[src/design/quickq_pkg.sv]
package quickq_pkg;

   ////////////////////
   // widths and depth
   ////////////////////

   // key width, also the Wishbone data width
   localparam int KEY_W = 8;
   // number of key slots
   localparam int DEPTH = 16;
   // RAM index width
   localparam int ADDR_W = 4;
   // count runs 0..DEPTH so one extra bit
   localparam int CNT_W = 5;
   localparam int WB_ADR_W = 2;

   ////////////////////
   // register map
   ////////////////////

   // write only, key to insert
   localparam logic [WB_ADR_W-1:0] REG_ENQ = 2'd0;
   // read only, pops the head
   localparam logic [WB_ADR_W-1:0] REG_DEQ = 2'd1;
   // read only, count and flags
   localparam logic [WB_ADR_W-1:0] REG_STAT = 2'd2;

   // status word layout, count sits in bits 4..0
   localparam int STAT_FULL_BIT = 6;
   localparam int STAT_EMPTY_BIT = 7;

   ////////////////////
   // command and router modes
   ////////////////////

   typedef enum logic [1:0] {
      CMD_ENQ = 2'd0,
      CMD_DEQ = 2'd1
   } cmd_op_e;

   typedef enum logic [2:0] {
      RM_IDLE      = 3'd0,
      RM_ENQ_CMP   = 3'd1,
      RM_ENQ_LAST  = 3'd2,
      RM_DEQ_HEAD  = 3'd3,
      RM_DEQ_SHIFT = 3'd4
   } route_mode_e;

endpackage

[src/design/quickq_cmd_if.sv]
`timescale 1ns/1ps
interface quickq_cmd_if;

   // request side, from the bus decoder
   logic                          cmd_valid;
   quickq_pkg::cmd_op_e           cmd_op;
   logic [quickq_pkg::KEY_W-1:0]  cmd_key;

   // completion side, from the sequencer
   logic                          cmd_done;
   // popped key, valid together with cmd_done
   logic [quickq_pkg::KEY_W-1:0]  deq_key;
   // live queue state
   logic [quickq_pkg::CNT_W-1:0]  count;
   logic                          full;
   logic                          empty;

   modport decode (
      output cmd_valid, cmd_op, cmd_key,
      input  cmd_done, deq_key, count, full, empty
   );

   modport execute (
      input  cmd_valid, cmd_op, cmd_key,
      output cmd_done, deq_key, count, full, empty
   );

endinterface

[src/design/quickq_route_if.sv]
`timescale 1ns/1ps
interface quickq_route_if;

   // sequencer side
   quickq_pkg::route_mode_e       mode;
   // key travelling down the array during insert
   logic [quickq_pkg::KEY_W-1:0]  carry_key;
   // key just read from the RAM
   logic [quickq_pkg::KEY_W-1:0]  stored_key;
   logic [quickq_pkg::ADDR_W-1:0] idx;
   logic [quickq_pkg::CNT_W-1:0]  count;

   // router side, pure combinational results
   logic                          wr_en;
   logic [quickq_pkg::KEY_W-1:0]  wr_key;
   logic [quickq_pkg::KEY_W-1:0]  next_carry;
   logic [quickq_pkg::CNT_W-1:0]  next_count;
   logic [quickq_pkg::KEY_W-1:0]  out_key;

   modport seq (
      output mode, carry_key, stored_key, idx, count,
      input  wr_en, wr_key, next_carry, next_count, out_key
   );

   modport router (
      input  mode, carry_key, stored_key, idx, count,
      output wr_en, wr_key, next_carry, next_count, out_key
   );

endinterface

[src/design/quickq_wb_decode.sv]
`timescale 1ns/1ps
module quickq_wb_decode (
   input  logic                             clk,
   input  logic                             reset_i,
   input  logic                             wb_cyc_i,
   input  logic                             wb_stb_i,
   input  logic                             wb_we_i,
   input  logic [quickq_pkg::WB_ADR_W-1:0]  wb_adr_i,
   input  logic [quickq_pkg::KEY_W-1:0]     wb_dat_i,
   output logic [quickq_pkg::KEY_W-1:0]     wb_dat_o,
   output logic                             wb_ack_o,
   quickq_cmd_if.decode                     cmd
);

   typedef enum logic [1:0] {
      D_IDLE,
      D_BUSY,
      D_ACK,
      D_WAIT
   } dec_state_e;

   dec_state_e                     state;
   logic                           req;
   logic                           is_enq;
   logic                           is_deq;
   logic                           is_stat;
   logic [quickq_pkg::KEY_W-1:0]   stat_word;
   logic [quickq_pkg::KEY_W-1:0]   direct_data;
   logic [quickq_pkg::KEY_W-1:0]   rdata_q;
   logic                           cmd_valid_q;
   quickq_pkg::cmd_op_e            cmd_op_q;
   logic [quickq_pkg::KEY_W-1:0]   cmd_key_q;

   ////////////////////
   // access decode
   ////////////////////

   assign req = wb_cyc_i && wb_stb_i;
   // only these two reach the sequencer, full/empty cases get dropped here
   assign is_enq = wb_we_i && (wb_adr_i == quickq_pkg::REG_ENQ) && !cmd.full;
   assign is_deq = !wb_we_i && (wb_adr_i == quickq_pkg::REG_DEQ) && !cmd.empty;
   assign is_stat = !wb_we_i && (wb_adr_i == quickq_pkg::REG_STAT);

   // status word: empty, full, spare bit, count
   always_comb begin
      stat_word = '0;
      stat_word[quickq_pkg::CNT_W-1:0] = cmd.count;
      stat_word[quickq_pkg::STAT_FULL_BIT] = cmd.full;
      stat_word[quickq_pkg::STAT_EMPTY_BIT] = cmd.empty;
   end

   // anything answered locally reads as 0 unless it is status
   assign direct_data = is_stat ? stat_word : '0;

   ////////////////////
   // handshake FSM
   ////////////////////

   always_ff @(posedge clk) begin
      if (reset_i) begin
         state <= D_IDLE;
         cmd_valid_q <= 1'b0;
         wb_ack_o <= 1'b0;
      end else begin
         // both are single cycle pulses
         cmd_valid_q <= 1'b0;
         wb_ack_o <= 1'b0;
         case (state)
            D_IDLE: begin
               if (req) begin
                  if (is_enq || is_deq) begin
                     cmd_valid_q <= 1'b1;
                     state <= D_BUSY;
                  end else begin
                     state <= D_ACK;
                  end
               end
            end
            // sequencer walking the RAM
            D_BUSY: begin
               if (cmd.cmd_done) begin
                  state <= D_ACK;
               end
            end
            D_ACK: begin
               wb_ack_o <= 1'b1;
               state <= D_WAIT;
            end
            // hold off until the master drops stb
            D_WAIT: begin
               if (!req) begin
                  state <= D_IDLE;
               end
            end
            default: state <= D_IDLE;
         endcase
      end
   end

   // command payload and read data
   always_ff @(posedge clk) begin
      if (state == D_IDLE && req) begin
         cmd_op_q <= wb_we_i ? quickq_pkg::CMD_ENQ : quickq_pkg::CMD_DEQ;
         cmd_key_q <= wb_dat_i;
         rdata_q <= direct_data;
      end else if (state == D_BUSY && cmd.cmd_done) begin
         // enqueue returns nothing
         rdata_q <= (cmd_op_q == quickq_pkg::CMD_DEQ) ? cmd.deq_key : '0;
      end
   end

   assign cmd.cmd_valid = cmd_valid_q;
   assign cmd.cmd_op = cmd_op_q;
   assign cmd.cmd_key = cmd_key_q;
   assign wb_dat_o = rdata_q;

endmodule

[src/design/quickq_key_ram.sv]
`timescale 1ns/1ps
module quickq_key_ram (
   input  logic                            clk,
   input  logic [quickq_pkg::ADDR_W-1:0]   addr_i,
   input  logic                            we_i,
   input  logic [quickq_pkg::KEY_W-1:0]    wdata_i,
   output logic [quickq_pkg::KEY_W-1:0]    rdata_o
);

   ////////////////////
   // key storage
   ////////////////////

   // one slot per queue entry, slot 0 is the head
   logic [quickq_pkg::KEY_W-1:0] mem [quickq_pkg::DEPTH];

   // write port
   always_ff @(posedge clk) begin
      if (we_i) begin
         mem[addr_i] <= wdata_i;
      end
   end

   // registered read, data one cycle after the address
   // returns the old word when the same slot is written
   always_ff @(posedge clk) begin
      rdata_o <= mem[addr_i];
   end

endmodule

[src/design/quickq_sequencer.sv]
`timescale 1ns/1ps
module quickq_sequencer (
   input  logic                            clk,
   input  logic                            reset_i,
   quickq_cmd_if.execute                   cmd,
   quickq_route_if.seq                     rt,
   output logic [quickq_pkg::ADDR_W-1:0]   ram_addr_o,
   output logic                            ram_we_o,
   output logic [quickq_pkg::KEY_W-1:0]    ram_wdata_o,
   input  logic [quickq_pkg::KEY_W-1:0]    ram_rdata_i
);

   typedef enum logic [2:0] {
      S_IDLE,
      S_ENQ_RD,
      S_ENQ_CMP,
      S_ENQ_LAST,
      S_DEQ_RD0,
      S_DEQ_HEAD,
      S_DEQ_RD,
      S_DEQ_SHIFT
   } seq_state_e;

   seq_state_e                      state;
   logic [quickq_pkg::CNT_W-1:0]    count;
   logic [quickq_pkg::KEY_W-1:0]    carry;
   logic [quickq_pkg::ADDR_W-1:0]   idx;
   logic                            done;
   logic [quickq_pkg::KEY_W-1:0]    deq_key;
   logic                            last_step;

   // idx is the last live slot
   assign last_step = ({1'b0, idx} + 1'b1) == count;

   ////////////////////
   // per phase mode and address
   ////////////////////

   always_comb begin
      rt.mode = quickq_pkg::RM_IDLE;
      ram_addr_o = idx;
      case (state)
         S_ENQ_CMP:   rt.mode = quickq_pkg::RM_ENQ_CMP;
         // idx has reached count here, so this is the tail slot
         S_ENQ_LAST:  rt.mode = quickq_pkg::RM_ENQ_LAST;
         S_DEQ_RD0:   ram_addr_o = '0;
         S_DEQ_HEAD:  rt.mode = quickq_pkg::RM_DEQ_HEAD;
         // fetch the neighbour above, wraps harmlessly on a full queue
         S_DEQ_RD:    ram_addr_o = idx + 1'b1;
         S_DEQ_SHIFT: rt.mode = quickq_pkg::RM_DEQ_SHIFT;
         default:     rt.mode = quickq_pkg::RM_IDLE;
      endcase
   end

   assign rt.carry_key = carry;
   assign rt.stored_key = ram_rdata_i;
   assign rt.idx = idx;
   assign rt.count = count;

   // router decides whether and what gets written
   assign ram_we_o = rt.wr_en;
   assign ram_wdata_o = rt.wr_key;

   ////////////////////
   // control state
   ////////////////////

   always_ff @(posedge clk) begin
      if (reset_i) begin
         state <= S_IDLE;
         count <= '0;
         idx <= '0;
         done <= 1'b0;
      end else begin
         done <= 1'b0;
         case (state)
            S_IDLE: begin
               if (cmd.cmd_valid) begin
                  idx <= '0;
                  if (cmd.cmd_op == quickq_pkg::CMD_ENQ) begin
                     // empty queue goes straight to the tail write
                     state <= (count == '0) ? S_ENQ_LAST : S_ENQ_RD;
                  end else begin
                     state <= S_DEQ_RD0;
                  end
               end
            end
            S_ENQ_RD:   state <= S_ENQ_CMP;
            S_ENQ_CMP: begin
               idx <= idx + 1'b1;
               state <= last_step ? S_ENQ_LAST : S_ENQ_RD;
            end
            S_ENQ_LAST: begin
               count <= rt.next_count;
               done <= 1'b1;
               state <= S_IDLE;
            end
            S_DEQ_RD0:  state <= S_DEQ_HEAD;
            S_DEQ_HEAD: state <= S_DEQ_RD;
            S_DEQ_RD:   state <= S_DEQ_SHIFT;
            S_DEQ_SHIFT: begin
               if (last_step) begin
                  // router drops the count on this step
                  count <= rt.next_count;
                  done <= 1'b1;
                  state <= S_IDLE;
               end else begin
                  idx <= idx + 1'b1;
                  state <= S_DEQ_RD;
               end
            end
            default: state <= S_IDLE;
         endcase
      end
   end

   // carried key and popped head
   always_ff @(posedge clk) begin
      if (state == S_IDLE && cmd.cmd_valid) begin
         carry <= cmd.cmd_key;
      end else if (state == S_ENQ_CMP) begin
         carry <= rt.next_carry;
      end
      if (state == S_DEQ_HEAD) begin
         deq_key <= rt.out_key;
      end
   end

   assign cmd.cmd_done = done;
   assign cmd.deq_key = deq_key;
   assign cmd.count = count;
   assign cmd.full = count == quickq_pkg::CNT_W'(quickq_pkg::DEPTH);
   assign cmd.empty = count == '0;

endmodule

[src/design/quickq_value_router.sv]
`timescale 1ns/1ps
module quickq_value_router (
   quickq_route_if.router rt
);

   logic [quickq_pkg::CNT_W-1:0] idx_ext;

   // idx widened to count width
   assign idx_ext = {1'b0, rt.idx};

   ////////////////////
   // result select
   ////////////////////

   always_comb begin
      // default: no write, carry and count unchanged
      rt.wr_en = 1'b0;
      rt.wr_key = rt.stored_key;
      rt.next_carry = rt.carry_key;
      rt.next_count = rt.count;
      rt.out_key = '0;
      case (rt.mode)
         quickq_pkg::RM_ENQ_CMP: begin
            // strictly less, so equal keys keep arrival order
            if (rt.carry_key < rt.stored_key) begin
               rt.wr_en = 1'b1;
               rt.wr_key = rt.carry_key;
               rt.next_carry = rt.stored_key;
            end
         end
         quickq_pkg::RM_ENQ_LAST: begin
            // largest key lands at the tail
            rt.wr_en = 1'b1;
            rt.wr_key = rt.carry_key;
            rt.next_count = rt.count + 1'b1;
         end
         quickq_pkg::RM_DEQ_HEAD: begin
            rt.out_key = rt.stored_key;
         end
         quickq_pkg::RM_DEQ_SHIFT: begin
            // stored key came from idx+1, goes to idx
            rt.wr_en = 1'b1;
            rt.wr_key = rt.stored_key;
            if ((idx_ext + 1'b1) == rt.count) begin
               rt.next_count = rt.count - 1'b1;
            end
         end
         default: begin
            rt.wr_en = 1'b0;
         end
      endcase
   end

endmodule

[src/design/quickq_top.sv]
`timescale 1ns/1ps
module quickq_top (
   input  logic                             clk,
   input  logic                             reset_i,
   input  logic                             wb_cyc_i,
   input  logic                             wb_stb_i,
   input  logic                             wb_we_i,
   input  logic [quickq_pkg::WB_ADR_W-1:0]  wb_adr_i,
   input  logic [quickq_pkg::KEY_W-1:0]     wb_dat_i,
   output logic [quickq_pkg::KEY_W-1:0]     wb_dat_o,
   output logic                             wb_ack_o
);

   // decode to execute
   quickq_cmd_if   cmd_bus ();
   // execute to router
   quickq_route_if rt_bus ();

   // sequencer to key RAM
   logic [quickq_pkg::ADDR_W-1:0]  ram_addr;
   logic                           ram_we;
   logic [quickq_pkg::KEY_W-1:0]   ram_wdata;
   logic [quickq_pkg::KEY_W-1:0]   ram_rdata;

   ////////////////////
   // bus front end
   ////////////////////

   quickq_wb_decode u_decode (
      .clk      (clk),
      .reset_i  (reset_i),
      .wb_cyc_i (wb_cyc_i),
      .wb_stb_i (wb_stb_i),
      .wb_we_i  (wb_we_i),
      .wb_adr_i (wb_adr_i),
      .wb_dat_i (wb_dat_i),
      .wb_dat_o (wb_dat_o),
      .wb_ack_o (wb_ack_o),
      .cmd      (cmd_bus.decode)
   );

   ////////////////////
   // queue core
   ////////////////////

   quickq_sequencer u_seq (
      .clk         (clk),
      .reset_i     (reset_i),
      .cmd         (cmd_bus.execute),
      .rt          (rt_bus.seq),
      .ram_addr_o  (ram_addr),
      .ram_we_o    (ram_we),
      .ram_wdata_o (ram_wdata),
      .ram_rdata_i (ram_rdata)
   );

   quickq_value_router u_router (
      .rt (rt_bus.router)
   );

   quickq_key_ram u_ram (
      .clk     (clk),
      .addr_i  (ram_addr),
      .we_i    (ram_we),
      .wdata_i (ram_wdata),
      .rdata_o (ram_rdata)
   );

endmodule

[config.mk]
export PLATFORM = sky130hd
export DESIGN_NAME = quickq_top
export DESIGN_NICKNAME = d
export VERILOG_FILES = /design/src/design/quickq_pkg.sv /design/src/design/quickq_cmd_if.sv /design/src/design/quickq_route_if.sv /design/src/design/quickq_wb_decode.sv /design/src/design/quickq_key_ram.sv /design/src/design/quickq_sequencer.sv /design/src/design/quickq_value_router.sv /design/src/design/quickq_top.sv
export SDC_FILE = /design/constraint.sdc
export NUM_CORES = 1
export LEC_CHECK = 0
export CAP_MARGIN = 10
export CELL_PAD_IN_SITES_DETAIL_PLACEMENT = 0
export CELL_PAD_IN_SITES_GLOBAL_PLACEMENT = 2
export CORE_ASPECT_RATIO = 0.8
export CORE_UTILIZATION = 41
export CTS_CLUSTER_SIZE = 40
export DETAILED_ROUTE_END_ITERATION = 10
export DONT_BUFFER_PORTS = 1
export PLACE_DENSITY_LB_ADDON = 0.1
export SLEW_MARGIN = 20
export SYNTH_ARGS = -nofsm -noshare
export SYNTH_HDL_FRONTEND = slang
export SYNTH_SLANG_ARGS = --single-unit
export TNS_END_PERCENT = 50
[constraint.sdc]
create_clock -name clk -period 2.9 [get_ports clk]
set_clock_uncertainty 0.2 [all_clocks]
set_input_delay 0.29 -clock clk [delete_from_list [all_inputs] [get_ports clk]]
set_output_delay 0.29 -clock clk [all_outputs]
set_load 0.02 [all_outputs]
==> flow_metrics.env <==
export IMPL_postPlaceCellArea_um2=8610
export IMPL_syn_area_um2=7770
export IMPL_core_area_um2=18300
export IMPL_synth_ff_type="edfxtp_1"
export IMPL_cts_buffers=17
export IMPL_routed_via_density=5.55
export IMPL_status="complete, no violations"
export IMPL_final_nets=670
export IMPL_first_global_vias=4960
export IMPL_critPathArrivalTime_ns=2.80
export IMPL_yosysMostFrequentCell="edfxtp_1"
export IMPL_tightest_slew_ns=0.701
export IMPL_cts_sinks=186
export IMPL_wl_met2_mm=9.16
export IMPL_first_pass_iters=5
export IMPL_die_area_um2=19500
export IMPL_grt_max_degree=36
export IMPL_cts_max_path_buffers=2
export IMPL_cts_tree="done"
export IMPL_yosys_cell_types_count=61
export IMPL_htreeDepth=4
export IMPL_cp_start_kind="flop"
export IMPL_vdd_ir_drop_max_uv=296
export IMPL_routed_wl_met3_mm=1.69
export IMPL_wl_mm=21.1
export IMPL_cts_root_buf="clkbuf_16"
export IMPL_synth_top_area_share_pct=62.2
export IMPL_post_cts_buffers=0
export IMPL_drv_slew=0
export IMPL_syn_nets=578
export IMPL_power_density_nw_per_um2=573
export IMPL_portBuffers=0
export IMPL_p_leak_nw=3.48
export IMPL_finalWeightedCongestion=0.807
export IMPL_start_util_pct=42.4
export IMPL_reg2reg_depth=8
export IMPL_hp_class="primary input to flop"
export IMPL_finalCritPeriodShare_pct=97.8
export IMPL_synth_largest_area_cell="edfxtp_1"
export IMPL_rows=44
export IMPL_final_antenna_net_count=0
export IMPL_grt_pass1_wl_mm=29.7
export IMPL_wl_met1_mm=9.83
export IMPL_synthCells=547
export IMPL_total_power_mw=5.47
export IMPL_routed_top_layer="met4"
export IMPL_end_kind="flop"
export IMPL_vias=5024
export IMPL_ys_async_sr_fraction_pct=0
export IMPL_fin_cells=906
export IMPL_grtUsageTotal_pct=21.4
export IMPL_fin_crit_ns=2.84
export IMPL_ys_top_cells_by_area="edfxtp_1 (62%), dfxtp_1 (6.4%), a22oi_1 (6.2%)"
export IMPL_setup_viol=0
export IMPL_ys_top_cells_by_count="edfxtp_1 (161), a22oi_1 (64), a21oi_1 (36)"
export IMPL_avgSynthCellArea_um2=14.2
export IMPL_ioPinCount=24
export IMPL_fp_dieH_um=125
export IMPL_ys_ff_latch=186
export IMPL_fin_hold_ws_ns=0.0115
export IMPL_postLayoutCellArea_um2=9550
export IMPL_layout_drive_gt1_share_pct=22.1
export IMPL_critPathKind="flop to flop"
export IMPL_dp_hpwl_mm=12.8
export IMPL_overflow=0
export IMPL_area_growth_pct=22.8
export IMPL_route_detailed_drc=0
export IMPL_finalHoldViolCount=0
export IMPL_yosysSeqAreaShare_pct=68.6
export IMPL_hold_depth=4
export IMPL_antenna_found_initial=1
export IMPL_cap_violations=0
export IMPL_fmax_mhz=353
export IMPL_critical_path_required_ns=2.86
export IMPL_slew_headroom_pct=52.9
export IMPL_die_w_um=156
export IMPL_clock_latency_ns=0.43
export IMPL_clk_pin_slew_ns=0.07
export IMPL_avgRoutedWirePerCell_um=23.3
export IMPL_dp_cells=850
export IMPL_drtIter0Drc=470
export IMPL_critPathMaxFanout=8
export IMPL_synth_edf_count=161
export IMPL_ys_warn_count=0
## state kept, by name, indices dropped and copies added (netlist names), 2 cells and up
| name | count |
|---|---|
| u_decode.cmd.cmd_key | 8 |
| u_decode.state | 2 |
| u_decode.wb_dat_o | 8 |
| u_ram.mem | 128 |
| u_ram.rdata_o | 8 |
| u_seq.cmd.count | 5 |
| u_seq.cmd.deq_key | 8 |
| u_seq.rt.carry_key | 8 |
| u_seq.rt.idx | 4 |
| u_seq.state | 3 |
## critical path, stage by stage, from the launching register on
cell	delay (ns)
edfxtp_1	0.41
ha_1	0.32
a211o_1	0.26
a221o_1	0.37
a21oi_2	0.13
buf_4	0.13
o21bai_4	0.18
buf_8	0.19
mux2_4	0.37
## layout by cell type, fill, tap and decap left out, types with 14 or more instances in the layout
cell type	instances
nand2_1	18
clkbuf_16	18
dlygate4sd3_1	14
a22oi_1	64
edfxtp_1	161
a21oi_1	35
nor2_1	32
mux2_4	16
o21ai_0	15
dfxtp_1	24
buf_4	69
inv_1	17
ha_1	14
## what timing repair did
item                                    4_1_cts  5_1_grt
endpoints found under the setup margin      157      234
gates resized for setup                      13       19
hold buffers                                 14        0
endpoints found under the hold margin        25        0
cloned                                        0        9
pin swaps                                     0        5
## through the flow
| step | util (%) | setup TNS, ns | worst slack (ns) |
|---|---|---|---|
| 3_5_place_dp | 46.9 | -8.82 | -0.129 |
| 5_1_grt | 52.1 | -0.00629 | -0.00176 |
| 3_3_place_gp | 46.9 | -7.12 | -0.0946 |
| 6_report | 52.1 | 0 | 0.0649 |
| 2_1_floorplan | - | 0 | 0.0666 |
| 4_1_cts | 51.0 | -0.00123 | -0.000443 |
## area by class of cell
cell class,instances,area [µm²]
tap,253,317
inverter,18,67.6
timing repair buffer,94,861
antenna,1,2.50
multi-input combinational,322,2400
fill,1586,8790
sequential,186,5340
clock buffer,18,429
clock inverter,14,135
## metal layers
metal,vias up,global-route usage (%)
met4,0,6.00
met2,183,31.0
met1,2480,30.3
met5,-,0
met3,26,7.38
li1,2335,-
## power breakdown
part | internal (mW) | total [mW] | leakage, nW | switching, mW
registers | 2.94 | 2.97 | 1.68 | 0.0325
clock network | 1.21 | 2.25 | 0.272 | 1.04
logic | 0.105 | 0.253 | 1.53 | 0.148
## path summary, 6_finish.rpt
path | from | endpoint | slack, ns
max | u_seq.rt.carry_key[1] | u_ram.mem[15][6] | 0.06
max reg2reg | u_seq.rt.carry_key[1] | u_ram.mem[15][6] | 0.06
min reg2reg | u_decode.state[1] | u_decode.state[1] | 0.33
min | reset_i | u_seq.rt.idx[3] | 0.01
## logic make-up (layout without fill, tap and decap cells)
group                    count (synthesis)  after routing  share of synthesized area, %
flip-flops                             186            186                          68.6
buffers and inverters                   47            144                          3.11
adder cells (fa/ha/maj)                 16             16                          2.67
XOR/XNOR                                13             13                          1.64
other                                    0              1                             0
AND/OR/NAND/NOR                        113            113                          7.90
multiplexers                            14             22                          1.96
AO/OA/AOI/OAI                          158            158                          14.1
(Power assumes the default switching activity.)
